## config.mk

```make
export PLATFORM = sky130hd
export DESIGN_NAME = line_tracker_top
export DESIGN_NICKNAME = d
export VERILOG_FILES = /design/src/car_cfg_pkg.sv /design/src/car_types_pkg.sv /design/src/track_sampler.sv /design/src/sample_fifo.sv /design/src/steering_fsm.sv /design/src/motor_pwm.sv /design/src/seg_display.sv /design/src/line_tracker_top.sv
export SDC_FILE = /design/constraint.sdc
export NUM_CORES = 1
export LEC_CHECK = 0
export BUFFER_PORTS_ARGS = -buffer_cell sky130_fd_sc_hd__buf_2
export CAP_MARGIN = 20
export CORE_MARGIN = 1
export CORE_UTILIZATION = 50
export CTS_CLUSTER_SIZE = 16
export DETAILED_ROUTE_END_ITERATION = 7
export PLACE_DENSITY = 0.71
export SETUP_SLACK_MARGIN = 0.3
export SLEW_MARGIN = 25
export SYNTH_ARGS = -nofsm -noshare
export SYNTH_HDL_FRONTEND = slang
export SYNTH_SLANG_ARGS = --single-unit
```

## constraint.sdc

```tcl
create_clock -name clk -period 2.6 [get_ports clk]
set_clock_uncertainty 0.15 [all_clocks]
set_input_delay 0.65 -clock clk [delete_from_list [all_inputs] [get_ports clk]]
set_output_delay 0.65 -clock clk [all_outputs]
set_load 0.01 [all_outputs]
```

## src/car_cfg_pkg.sv

```systemverilog
package car_cfg_pkg;

    // sensor front end
    localparam int sync_stages = 2;
    localparam int filter_cycles = 3;
    localparam int filt_width = $clog2(filter_cycles + 1);
    localparam logic [filt_width-1:0] filt_last = filt_width'(filter_cycles - 1);
    // counter parks here once a pattern has settled
    localparam logic [filt_width-1:0] filt_done = filt_width'(filter_cycles);

    // sample buffer
    localparam int fifo_depth = 4;
    localparam int ptr_width = $clog2(fifo_depth);
    localparam int occ_width = $clog2(fifo_depth + 1);
    localparam logic [ptr_width-1:0] ptr_last = ptr_width'(fifo_depth - 1);
    localparam logic [occ_width-1:0] occ_full = occ_width'(fifo_depth);

    // steering, board value is far larger
    localparam int cnt_width = 8;
    localparam logic [cnt_width-1:0] cross_hold_cycles = cnt_width'(40);

    // motor pwm
    localparam int pwm_period = 16;
    localparam int pwm_width = $clog2(pwm_period);
    localparam int duty_width = pwm_width + 1;
    localparam logic [pwm_width-1:0] pwm_last = pwm_width'(pwm_period - 1);
    localparam logic [duty_width-1:0] duty_full = duty_width'(12);
    localparam logic [duty_width-1:0] duty_slow = duty_width'(4);

    // display scan
    localparam int scan_div = 8;
    localparam int scan_width = $clog2(scan_div);
    localparam logic [scan_width-1:0] scan_last = scan_width'(scan_div - 1);

endpackage

```

## src/car_types_pkg.sv

```systemverilog
package car_types_pkg;

    // drive action, codes double as the display digit
    typedef enum logic [1:0] {
        stop        = 2'b00,
        turn_right  = 2'b01,
        turn_left   = 2'b10,
        go_straight = 2'b11
    } drive_state_t;

    // one bit per reflective sensor, 1 means over the line
    typedef struct packed {
        logic left;
        logic mid;
        logic right;
    } track_pattern_t;

    // accepted pattern as it travels through the buffer
    typedef struct packed {
        track_pattern_t pattern;
        // an unaccepted change happened since the previous sample
        logic           glitch;
    } sensor_sample_t;

    // pwm level per wheel
    typedef struct packed {
        logic left_pwm;
        logic right_pwm;
    } motor_cmd_t;

endpackage

```

## src/track_sampler.sv

```systemverilog
`timescale 1ns/1ps

module track_sampler (
    input  logic                          clk,
    input  logic                          reset,
    input  car_types_pkg::track_pattern_t tracks,
    output logic                          sample_push,
    output car_types_pkg::sensor_sample_t sample_data
);

    // synchronizer chain, the top index is the oldest stage
    car_types_pkg::track_pattern_t [car_cfg_pkg::sync_stages-1:0] sync_q;
    car_types_pkg::track_pattern_t synced;
    car_types_pkg::track_pattern_t cand_q;
    car_types_pkg::track_pattern_t last_q;
    logic [car_cfg_pkg::filt_width-1:0] stable_cnt;
    logic glitch_q;
    logic accept;

    assign synced = sync_q[car_cfg_pkg::sync_stages-1];

    // third equal clock of a new pattern
    assign accept = (synced == cand_q) && (stable_cnt == car_cfg_pkg::filt_last) &&
                    (synced != last_q);

    always_ff @(posedge clk or posedge reset) begin
        if (reset) begin
            sync_q      <= '0;
            cand_q      <= '0;
            last_q      <= '0;
            stable_cnt  <= car_cfg_pkg::filt_done;
            glitch_q    <= 1'b0;
            sample_push <= 1'b0;
        end else begin
            sync_q      <= {sync_q[car_cfg_pkg::sync_stages-2:0], tracks};
            sample_push <= accept;
            if (synced != cand_q) begin
                cand_q     <= synced;
                stable_cnt <= '0;
                // previous candidate never settled
                if (stable_cnt != car_cfg_pkg::filt_done) begin
                    glitch_q <= 1'b1;
                end
            end else if (stable_cnt != car_cfg_pkg::filt_done) begin
                stable_cnt <= stable_cnt + 1'b1;
            end
            if (accept) begin
                last_q   <= synced;
                glitch_q <= 1'b0;
            end
        end
    end

    always_ff @(posedge clk) begin
        if (accept) begin
            sample_data <= '{pattern: synced, glitch: glitch_q};
        end
    end

    // counter saturates after a push, so the strobe cannot repeat
    assert property (@(posedge clk) disable iff (reset) sample_push |=> !sample_push)
        else $error("track_sampler: push strobe high for two cycles");

endmodule

```

## src/sample_fifo.sv

```systemverilog
`timescale 1ns/1ps

module sample_fifo (
    input  logic                          clk,
    input  logic                          reset,
    input  logic                          push,
    input  car_types_pkg::sensor_sample_t push_data,
    input  logic                          pop,
    output logic                          not_empty,
    output car_types_pkg::sensor_sample_t head
);

    car_types_pkg::sensor_sample_t mem [car_cfg_pkg::fifo_depth];
    logic [car_cfg_pkg::ptr_width-1:0] wr_ptr;
    logic [car_cfg_pkg::ptr_width-1:0] rd_ptr;
    logic [car_cfg_pkg::occ_width-1:0] count;
    logic full;
    logic do_push;
    logic do_pop;

    function automatic logic [car_cfg_pkg::ptr_width-1:0] ptr_step(
        input logic [car_cfg_pkg::ptr_width-1:0] ptr
    );
        if (ptr == car_cfg_pkg::ptr_last) begin
            return '0;
        end
        return ptr + 1'b1;
    endfunction

    assign full      = (count == car_cfg_pkg::occ_full);
    assign not_empty = (count != '0);
    // first word fall through
    assign head      = mem[rd_ptr];

    // full buffer drops the incoming sample
    assign do_push = push && !full;
    assign do_pop  = pop && not_empty;

    always_ff @(posedge clk or posedge reset) begin
        if (reset) begin
            wr_ptr <= '0;
            rd_ptr <= '0;
            count  <= '0;
        end else begin
            if (do_push) begin
                wr_ptr <= ptr_step(wr_ptr);
            end
            if (do_pop) begin
                rd_ptr <= ptr_step(rd_ptr);
            end
            case ({do_push, do_pop})
                2'b10:   count <= count + 1'b1;
                2'b01:   count <= count - 1'b1;
                default: count <= count;
            endcase
        end
    end

    always_ff @(posedge clk) begin
        if (do_push) begin
            mem[wr_ptr] <= push_data;
        end
    end

    // consumer only pops on the flag it was shown
    assert property (@(posedge clk) disable iff (reset) pop |-> not_empty)
        else $error("sample_fifo: pop while empty");

    // steering pops every cycle, so filling up means the consumer stalled
    assert property (@(posedge clk) disable iff (reset) push |-> !full)
        else $error("sample_fifo: push while full, sample dropped");

endmodule

```

## src/steering_fsm.sv

```systemverilog
`timescale 1ns/1ps

module steering_fsm (
    input  logic                          clk,
    input  logic                          reset,
    input  logic                          not_empty,
    input  car_types_pkg::sensor_sample_t head,
    output logic                          pop,
    output car_types_pkg::track_pattern_t pattern,
    output car_types_pkg::drive_state_t   drive_state
);

    car_types_pkg::drive_state_t next_state;
    // set when the start position shows 011
    logic orient_flag;
    logic all_on;
    logic hold_over;
    logic [car_cfg_pkg::cnt_width-1:0] on_cnt;

    // consumer never stalls
    assign pop = not_empty;

    assign all_on    = (pattern == 3'b111);
    assign hold_over = (on_cnt > car_cfg_pkg::cross_hold_cycles);

    always_ff @(posedge clk or posedge reset) begin
        if (reset) begin
            pattern     <= '0;
            on_cnt      <= '0;
            orient_flag <= 1'b0;
            drive_state <= car_types_pkg::stop;
        end else begin
            if (pop) begin
                pattern <= head.pattern;
            end
            // all-on run length, held at the top
            if (!all_on) begin
                on_cnt <= '0;
            end else if (on_cnt != '1) begin
                on_cnt <= on_cnt + 1'b1;
            end
            if (drive_state == car_types_pkg::stop && pattern == 3'b011) begin
                orient_flag <= 1'b1;
            end
            drive_state <= next_state;
        end
    end

    always_comb begin
        next_state = drive_state;
        case (drive_state)
            car_types_pkg::stop: begin
                if (pattern == 3'b110 || pattern == 3'b011) begin
                    next_state = car_types_pkg::go_straight;
                end
            end
            car_types_pkg::go_straight: begin
                if (!all_on) begin
                    next_state = orient_flag ? car_types_pkg::turn_right
                                             : car_types_pkg::turn_left;
                end else if (hold_over) begin
                    // long crossing or wide mark
                    next_state = orient_flag ? car_types_pkg::turn_left
                                             : car_types_pkg::turn_right;
                end
            end
            car_types_pkg::turn_left: begin
                // flag clear needs all-on, flag set needs anything else
                if (orient_flag != all_on) begin
                    next_state = car_types_pkg::go_straight;
                end
            end
            car_types_pkg::turn_right: begin
                if (orient_flag == all_on) begin
                    next_state = car_types_pkg::go_straight;
                end
            end
            default: next_state = drive_state;
        endcase
    end

    // car always passes through go_straight when leaving stop
    assert property (@(posedge clk) disable iff (reset)
        (drive_state == car_types_pkg::stop) |=>
        (drive_state inside {car_types_pkg::stop, car_types_pkg::go_straight}))
        else $error("steering_fsm: stop went straight to a turn");

endmodule

```

## src/motor_pwm.sv

```systemverilog
`timescale 1ns/1ps

module motor_pwm (
    input  logic                        clk,
    input  logic                        reset,
    input  car_types_pkg::drive_state_t drive_state,
    output car_types_pkg::motor_cmd_t   motor
);

    logic [car_cfg_pkg::pwm_width-1:0]  pwm_cnt;
    logic [car_cfg_pkg::duty_width-1:0] duty_left;
    logic [car_cfg_pkg::duty_width-1:0] duty_right;
    logic [car_cfg_pkg::duty_width-1:0] next_left;
    logic [car_cfg_pkg::duty_width-1:0] next_right;

    // inner wheel slows down in a turn
    always_comb begin
        case (drive_state)
            car_types_pkg::go_straight: begin
                next_left  = car_cfg_pkg::duty_full;
                next_right = car_cfg_pkg::duty_full;
            end
            car_types_pkg::turn_left: begin
                next_left  = car_cfg_pkg::duty_slow;
                next_right = car_cfg_pkg::duty_full;
            end
            car_types_pkg::turn_right: begin
                next_left  = car_cfg_pkg::duty_full;
                next_right = car_cfg_pkg::duty_slow;
            end
            default: begin
                next_left  = '0;
                next_right = '0;
            end
        endcase
    end

    always_ff @(posedge clk or posedge reset) begin
        if (reset) begin
            pwm_cnt    <= '0;
            duty_left  <= '0;
            duty_right <= '0;
        end else if (pwm_cnt == car_cfg_pkg::pwm_last) begin
            // new duties apply from the next period start
            pwm_cnt    <= '0;
            duty_left  <= next_left;
            duty_right <= next_right;
        end else begin
            pwm_cnt <= pwm_cnt + 1'b1;
        end
    end

    assign motor = '{left_pwm:  ({1'b0, pwm_cnt} < duty_left),
                     right_pwm: ({1'b0, pwm_cnt} < duty_right)};

endmodule

```

## src/seg_display.sv

```systemverilog
`timescale 1ns/1ps

module seg_display (
    input  logic                          clk,
    input  logic                          reset,
    input  car_types_pkg::drive_state_t   drive_state,
    input  car_types_pkg::track_pattern_t pattern,
    output logic [6:0]                    seg,
    output logic [3:0]                    digit
);

    logic [car_cfg_pkg::scan_width-1:0] scan_cnt;
    logic scan_en;
    logic scan_started;
    logic [1:0] value;

    assign scan_en = (scan_cnt == car_cfg_pkg::scan_last);

    always_ff @(posedge clk or posedge reset) begin
        if (reset) begin
            scan_cnt     <= '0;
            digit        <= 4'b1111;
            scan_started <= 1'b0;
        end else begin
            scan_cnt <= scan_en ? '0 : scan_cnt + 1'b1;
            if (scan_en) begin
                scan_started <= 1'b1;
                // rightmost digit first, wrap after the action digit
                case (digit)
                    4'b1110: digit <= 4'b1101;
                    4'b1101: digit <= 4'b1011;
                    4'b1011: digit <= 4'b0111;
                    default: digit <= 4'b1110;
                endcase
            end
        end
    end

    // value shown on the active digit
    always_comb begin
        case (digit)
            4'b1110: value = {1'b0, pattern.right};
            4'b1101: value = {1'b0, pattern.mid};
            4'b1011: value = {1'b0, pattern.left};
            default: value = drive_state;
        endcase
    end

    // active low segments, blank before the first step
    always_comb begin
        if (digit == 4'b1111) begin
            seg = 7'b1111111;
        end else begin
            case (value)
                2'd0:    seg = 7'b1000000;
                2'd1:    seg = 7'b1111001;
                2'd2:    seg = 7'b0100100;
                default: seg = 7'b0110000;
            endcase
        end
    end

    assert property (@(posedge clk) disable iff (reset) scan_started |-> $onehot(~digit))
        else $error("seg_display: digit select not one-hot");

endmodule

```

## src/line_tracker_top.sv

```systemverilog
`timescale 1ns/1ps

module line_tracker_top (
    input  logic                        clk,
    input  logic                        reset,
    input  logic                        left_track,
    input  logic                        mid_track,
    input  logic                        right_track,
    output car_types_pkg::drive_state_t drive_state,
    output car_types_pkg::motor_cmd_t   motor,
    output logic [6:0]                  seg,
    output logic [3:0]                  digit
);

    car_types_pkg::track_pattern_t tracks;
    car_types_pkg::sensor_sample_t sample_data;
    car_types_pkg::sensor_sample_t head;
    car_types_pkg::track_pattern_t pattern;
    logic sample_push;
    logic not_empty;
    logic pop;

    assign tracks = '{left: left_track, mid: mid_track, right: right_track};

    // sensors to sample stream
    track_sampler u_sampler (
        .clk         (clk),
        .reset       (reset),
        .tracks      (tracks),
        .sample_push (sample_push),
        .sample_data (sample_data)
    );

    sample_fifo u_fifo (
        .clk       (clk),
        .reset     (reset),
        .push      (sample_push),
        .push_data (sample_data),
        .pop       (pop),
        .not_empty (not_empty),
        .head      (head)
    );

    steering_fsm u_steering (
        .clk         (clk),
        .reset       (reset),
        .not_empty   (not_empty),
        .head        (head),
        .pop         (pop),
        .pattern     (pattern),
        .drive_state (drive_state)
    );

    // action to wheels and display
    motor_pwm u_pwm (
        .clk         (clk),
        .reset       (reset),
        .drive_state (drive_state),
        .motor       (motor)
    );

    seg_display u_display (
        .clk         (clk),
        .reset       (reset),
        .drive_state (drive_state),
        .pattern     (pattern),
        .seg         (seg),
        .digit       (digit)
    );

endmodule

```

==> results of run 1 <==
-- power by group through the flow --
stage | registers [mW] | clock network [mW] | logic (mW)
after floorplan | 1.35 | 0 | 0.529
after detailed placement | 1.39 | 0 | 0.659
after global placement | 1.38 | 0 | 0.635
after global routing | 1.39 | 1.02 | 0.773
final | 1.37 | 0.950 | 0.682
after CTS | 1.36 | 0.977 | 0.689
-- final cells by class --
cell class | count | area [um^2] | share of cell area, %
clock inverter | 2 | 60.06 | 1.724
clock buffer | 14 | 162.7 | 4.668
timing repair buffer | 33 | 220.2 | 6.320
tap | 72 | 90.09 | 2.585
multi-input combinational | 157 | 1157 | 33.21
sequential | 66 | 1734 | 49.77
inverter | 16 | 60.06 | 1.724
-- worst min path at each step --
stage                     endpoint           startpoint  slack (ps)  cells after the start
2_1_floorplan  u_sampler.sync_q[3]  u_sampler.sync_q[0]         180                      0
3_3_place_gp   u_sampler.sync_q[3]  u_sampler.sync_q[0]         180                      0
3_5_place_dp   u_sampler.sync_q[4]  u_sampler.sync_q[1]         190                      0
4_1_cts           u_fifo.wr_ptr[1]                reset         190                      3
5_1_grt           u_fifo.wr_ptr[0]                reset         200                      3
6_report       u_sampler.last_q[2]                reset         190                      3
-- registers in the layout, indices dropped and copies added, names as in the netlist, 3 cells and up --
register and cells:
u_fifo.mem 12, u_sampler.cand_q 3, u_steering.on_cnt 8, u_fifo.count 3, u_steering.pattern 3, u_display.scan_cnt 3
u_pwm.pwm_cnt 4, u_sampler.last_q 3, u_display.digit 4, u_sampler.sync_q 6, u_sampler.sample_data 3
-- timing repair --
| item | CTS | global route |
|---|---|---|
| endpoints found under the setup margin | 5 | 6 |
| resized for setup | 4 | 4 |
| setup buffers | 9 | 4 |
| pin swaps | 2 | 2 |
-- layer usage --
layer	part of all wire (%)	vias up	GRT usage (%)
met1	46	911	19.63
met5	0	-	0
met3	4.2	9	5.172
met4	1.8	0	7.636
li1	-	952	-
met2	48	40	28.10
-- logic make-up after synthesis --
group / count (synthesis)
AOI/OAI and AO/OA: 46
xor gates and xnor gates: 13
adders and majority gates: 16
buffers and inverters: 25
DFF: 66
muxes: 11
and+or+nand+nor: 71
-- tightest hold or removal path, cell delays in order --
cell,delay [ps]
buf_2,100
inv_2,60
buf_12,250
-- cells in the final DEF (no fill, tap or decap), types with 2 or more instances in the layout --
cell type	instances
dfrtp_1	45
nor2_1	19
nand2_1	19
buf_2	19
inv_1	15
edfxtp_1	15
ha_1	14
o21ai_0	11
clkbuf_8	11
buf_4	11
a21oi_1	10
nand3_1	7
xnor2_1	7
nor3_1	6
mux2_2	6
dfstp_2	6
a31oi_1	5
xor2_1	5
nand4_1	4
and3_1	4
and2_1	4
mux4_2	3
clkbuf_1	3
a21boi_2	2
nor2b_1	2
mux2_1	2
nor2_2	2
o22a_1	2
o21a_1	2
bufinv_16	2
buf_6	2
==> results_dict.tcl, run 1 <==
set metrics [dict create \
    hold_viol_final 0 \
    synth_top_family_by_area "simple AND/OR/NAND/NOR gates" \
    crit_end "seg[0]" \
    crit_cells 5 \
    fin_hold_ws_ps 186.5 \
    cts.sinks 66 \
    slew_headroom_pct 72.36 \
    seq_area_frac_synth_pct 58.53 \
    yosysMostFrequentCell "dfrtp_1" \
    setup_tns_ps 0 \
    synth_area_um2 2963 \
    hold_class "input port to asynchronous set/reset pin" \
    design.die.area_um2 6238 \
    total_power_mw 2.999 \
    cp.arrival_ps 1680 \
    area_growth_pct 17.61 \
    grt_pass1_vias 1859 \
    routed_via_density 5.311 \
    combPwrFrac_pct 22.7 \
    slowest_stage "dfstp_2" \
    clockRootBuffer "clkbuf_8" \
    dp.cells 331 \
    startpoint "u_display.digit[2]" \
    status "completed" \
    synth_compound_area_share_pct 10.39 \
    synth_fp_nets 268 \
    drt-total-wl_mm 4.586 \
    p_sw_mw 0.8595 \
    ios 20 \
    critPathMaxFanout 4 \
    clk_pin_slew_worst_paths_ps 70 \
    gr-total-overflow 0 \
    crit_chain "xnor2_2 > a211oi_2 > nand2b_4 > a21boi_2 > buf_2" \
    dr.pass1.iters 4 \
    ys_warn_count 0 \
    reg2reg_to "u_fifo.count[2]" \
    drc 0 \
    crit_family "flip-flops" \
    wl_per_cell_um 12.74 \
    r2r_slack_ps 470 \
    critPathKind "flop to output port" \
    dr.first_iter.drc_count 75 \
    placed_cell_area_um2 3131 \
    synthCells 248 \
    synth-adder-area-share_pct 6.926 \
    io_buffer_count 19 \
    crit_path_start_kind "flop" \
    intPower_mw 2.139 \
    muxShareOfSynthArea_pct 5.321 \
    die_height_um 78.98 \
    ys_top_cells_by_area "dfrtp_1 (38%), edfxtp_1 (15%), ha_1 (5.9%), dfstp_2 (5.3%), nor2_1 (2.5%)" \
    clockPowerShare_pct 31.7 \
    placementRows 27 \
    ant_nets 0 \
    antenna_found_initial 0 \
    seqPwrFrac_pct 45.6 \
    gp_congestion 0.7926 \
    core_area_um2 5608 \
    grt_max_degree 52 \
    synthSimpleGateAreaFrac_pct 11.57 \
    leakagePower_nw 1.554 \
    post-place-ws_ps 371.3 \
    postCtsHoldBufs 0 \
    synth-main-ff-cell "dfrtp_1" \
    finish.utilization_pct 62.14 \
    nFillCells 441 \
    r2r_start "u_fifo.count[0]" \
    slowest_delay_ps 590 \
    post-synth-top-area-cell "dfrtp_1" \
    cts_buffers 9 \
    ff2ff_path_depth 7 \
    cp-end-kind "output port" \
    ir_drop_v 0.0004693 \
    synth_commonest_cells "dfrtp_1 (45), nor2_1 (20), nand2_1 (19)" \
    power.density_nw_per_um2 860.5 \
    htree_levels 3 \
    clk_latency_ps 340 \
    ys_ff_latch 66 \
    synth_top_area_share_pct 38.01 \
    fin_area_um2 3485 \
    finish.net_count 303 \
    cts_tree "yes" \
    syn_area_per_cell_um2 11.95 \
    rsz0062_at_grt "yes" \
    setup_viol 0 \
    floorplan.initialDensity_pct 52.83 \
    max_freq_mhz 402.4 \
    slew_violations 0 \
    stdcell_count 360 \
    synth_xor_area_share_pct 3.843 \
    synthArstFlopShare_pct 77.27 \
    yosys.cell_types.count 47 \
    timing.final.crit_share_pct 95.57 \
    path_buf_inv 1 \
    die_w_um 78.98 \
    min_period_ps 2485 \
    via_count 1912 \
    worstMarginPinSlew_ps 413.3 \
    dp_hpwl_mm 3.014 \
    switching_share_pct 28.66 \
    max-cap-violations 0 \
    synth_edf_count 15 \
    grt.total_usage_pct 16.74 \
    cts_buffer_depth 2 \
    grt_pass1_wl_mm 7.914 \
    insertedDiodeCount 0 \
    drive_above_1_share_pct 25.69 \
    setup_ws_ps 115.1 \
    cp.required_ps 1800 \
]
Power figures use the tool's default switching activity.
==> inputs of run 2 (changes only) <==
Settings changed: PLACE_DENSITY 0.71 to 0.74, SKIP_LAST_GASP set to 1.
Clock period 2.6 ns to 2.27 ns, I/O delays scaled along.
==> run 2 against run 1 <==
The flow now finishes with violations (negative setup slack). Combinational power grew 24%. Register-to-register slack about the same. Global-route usage grew 1.5 points. Worst setup slack got worse by 310 ps. Design area rose by 2.5%. Cell count is 1.9% higher. Hold slack got worse by 93 ps. Non-clock buffer count up 7. Critical path type unchanged. Critical endpoint is now seg[4].
==> results_dict.tcl, run 2 (synthesis results as in run 1) <==
set metrics [dict create \
    grt.total_usage_pct 18.26 \
    top_register "u_fifo.mem" \
    violations "negative setup slack" \
    clk_latency_ps 350 \
    cts_buffer_depth 2 \
    post-place-ws_ps 123.6 \
    routed_via_density 5.398 \
    die_height_um 78.98 \
    grt_pass1_vias 1905 \
    drt-total-wl_mm 5.165 \
    wl_met1_mm 2.269 \
    postCtsHoldBufs 0 \
    placementRows 27 \
    worstMarginPinSlew_ps 374.5 \
    max-cap-violations 0 \
    finish.utilization_pct 63.70 \
    largestRegisters "u_fifo.mem: 12 flops, u_steering.on_cnt: 8 flops, u_sampler.sync_q: 6 flops" \
    cts_tree "yes" \
    gr-total-overflow 0 \
    hold_viol_final 0 \
    hold_class "input port to asynchronous set/reset pin" \
    cts_buffers 9 \
    dr.pass1.iters 6 \
    io_buffer_count 19 \
    slew_headroom_pct 74.91 \
    htree_levels 3 \
    core_area_um2 5608 \
    ir_drop_v 0.0006109 \
    wl_per_cell_um 14.07 \
    total_power_mw 3.342 \
    finish.net_count 310 \
    cp.arrival_ps 1750 \
    area_growth_pct 20.57 \
    floorplan.initialDensity_pct 52.83 \
    gp_congestion 0.7694 \
    dp.cells 333 \
    crit_path_start_kind "flop" \
    setup_ws_ps -199.4 \
    cp-end-kind "output port" \
    placed_cell_area_um2 3172 \
    wl_met3_um 202 \
    grt_max_degree 52 \
    slew_violations 0 \
    power.density_nw_per_um2 935.5 \
    setup_viol 6 \
    met2_length_mm 2.587 \
    dr.first_iter.drc_count 118 \
    grt_pass1_wl_mm 8.424 \
    timing.final.crit_share_pct 108.8 \
    drc 0 \
    top_layer "met4" \
    clk_pin_slew_worst_paths_ps 70 \
    rsz0062_at_grt "yes" \
    layout_commonest_cell "dfrtp_1" \
    max_freq_mhz 405.0 \
    drive_above_1_share_pct 30.85 \
    status "finished, violations left" \
    critPathMaxFanout 6 \
    ant_nets 0 \
    die_w_um 78.98 \
    leakagePower_nw 1.586 \
    largest_register_ffs 12 \
    via_count 1981 \
    ios 20 \
    design.die.area_um2 6238 \
    antenna_found_initial 0 \
    ff2ff_path_depth 6 \
    insertedDiodeCount 0 \
    cp.required_ps 1550 \
    min_period_ps 2469 \
    cts.sinks 66 \
    setup_tns_ps -970.9 \
    stdcell_count 367 \
    fin_area_um2 3572 \
    clockRootBuffer "clkbuf_8" \
    fin_hold_ws_ps 93.57 \
    critPathKind "flop to output port" \
    dp_hpwl_mm 3.237 \
    layout_common_cells "dfrtp_1 (43), nand2_1 (19), nor2_1 (17)" \
]
run 2: path summary, 6_finish.rpt:
kind / from / end / slack, ps
hold reg to reg: u_sampler.sync_q[2] / u_sampler.sync_q[5] / 200
hold / removal: reset / u_sampler.sync_q[0] / 90
setup / recovery: u_display.digit[0] / seg[4] / -200
setup reg to reg: u_fifo.count[0] / u_fifo.count[1] / 460
min in group clk: right_track / u_sampler.sync_q[0] / 180
max in group asynchronous: reset / u_display.digit[2] / 1580
run 2: cell type report:
cell class	instances	area [um^2]
inverter	16	62.56
timing repair buffer	40	310.3
clock buffer	12	135.1
tap	72	90.09
sequential	66	1737
multi-input combinational	157	1195
clock inverter	4	42.54
fill	426	2036
run 2: worst max-delay path: stages (launching register included):
cell and delay [ps]:
dfstp_2 640, a21oi_2 90, a211oi_2 280, nand2b_4 200, nand2_1 50, buf_2 140
run 2: power breakdown:
group	total, mW	internal, mW	switching [mW]
Combinational	0.843	0.443	0.400
Clock	0.918	0.499	0.419
Sequential	1.58	1.37	0.211
run 2: metal layers:
layer	GRT usage, %	vias up
li1	-	956
met1	20.91	966
met2	30.00	49
met3	5.172	10
met4	11.64	0
met5	0	-
run 2: what timing repair did:
action	in CTS	in global routing
endpoints found under the setup margin	9	14
setup buffers	11	7
pin swaps	6	2
resized for setup	6	21
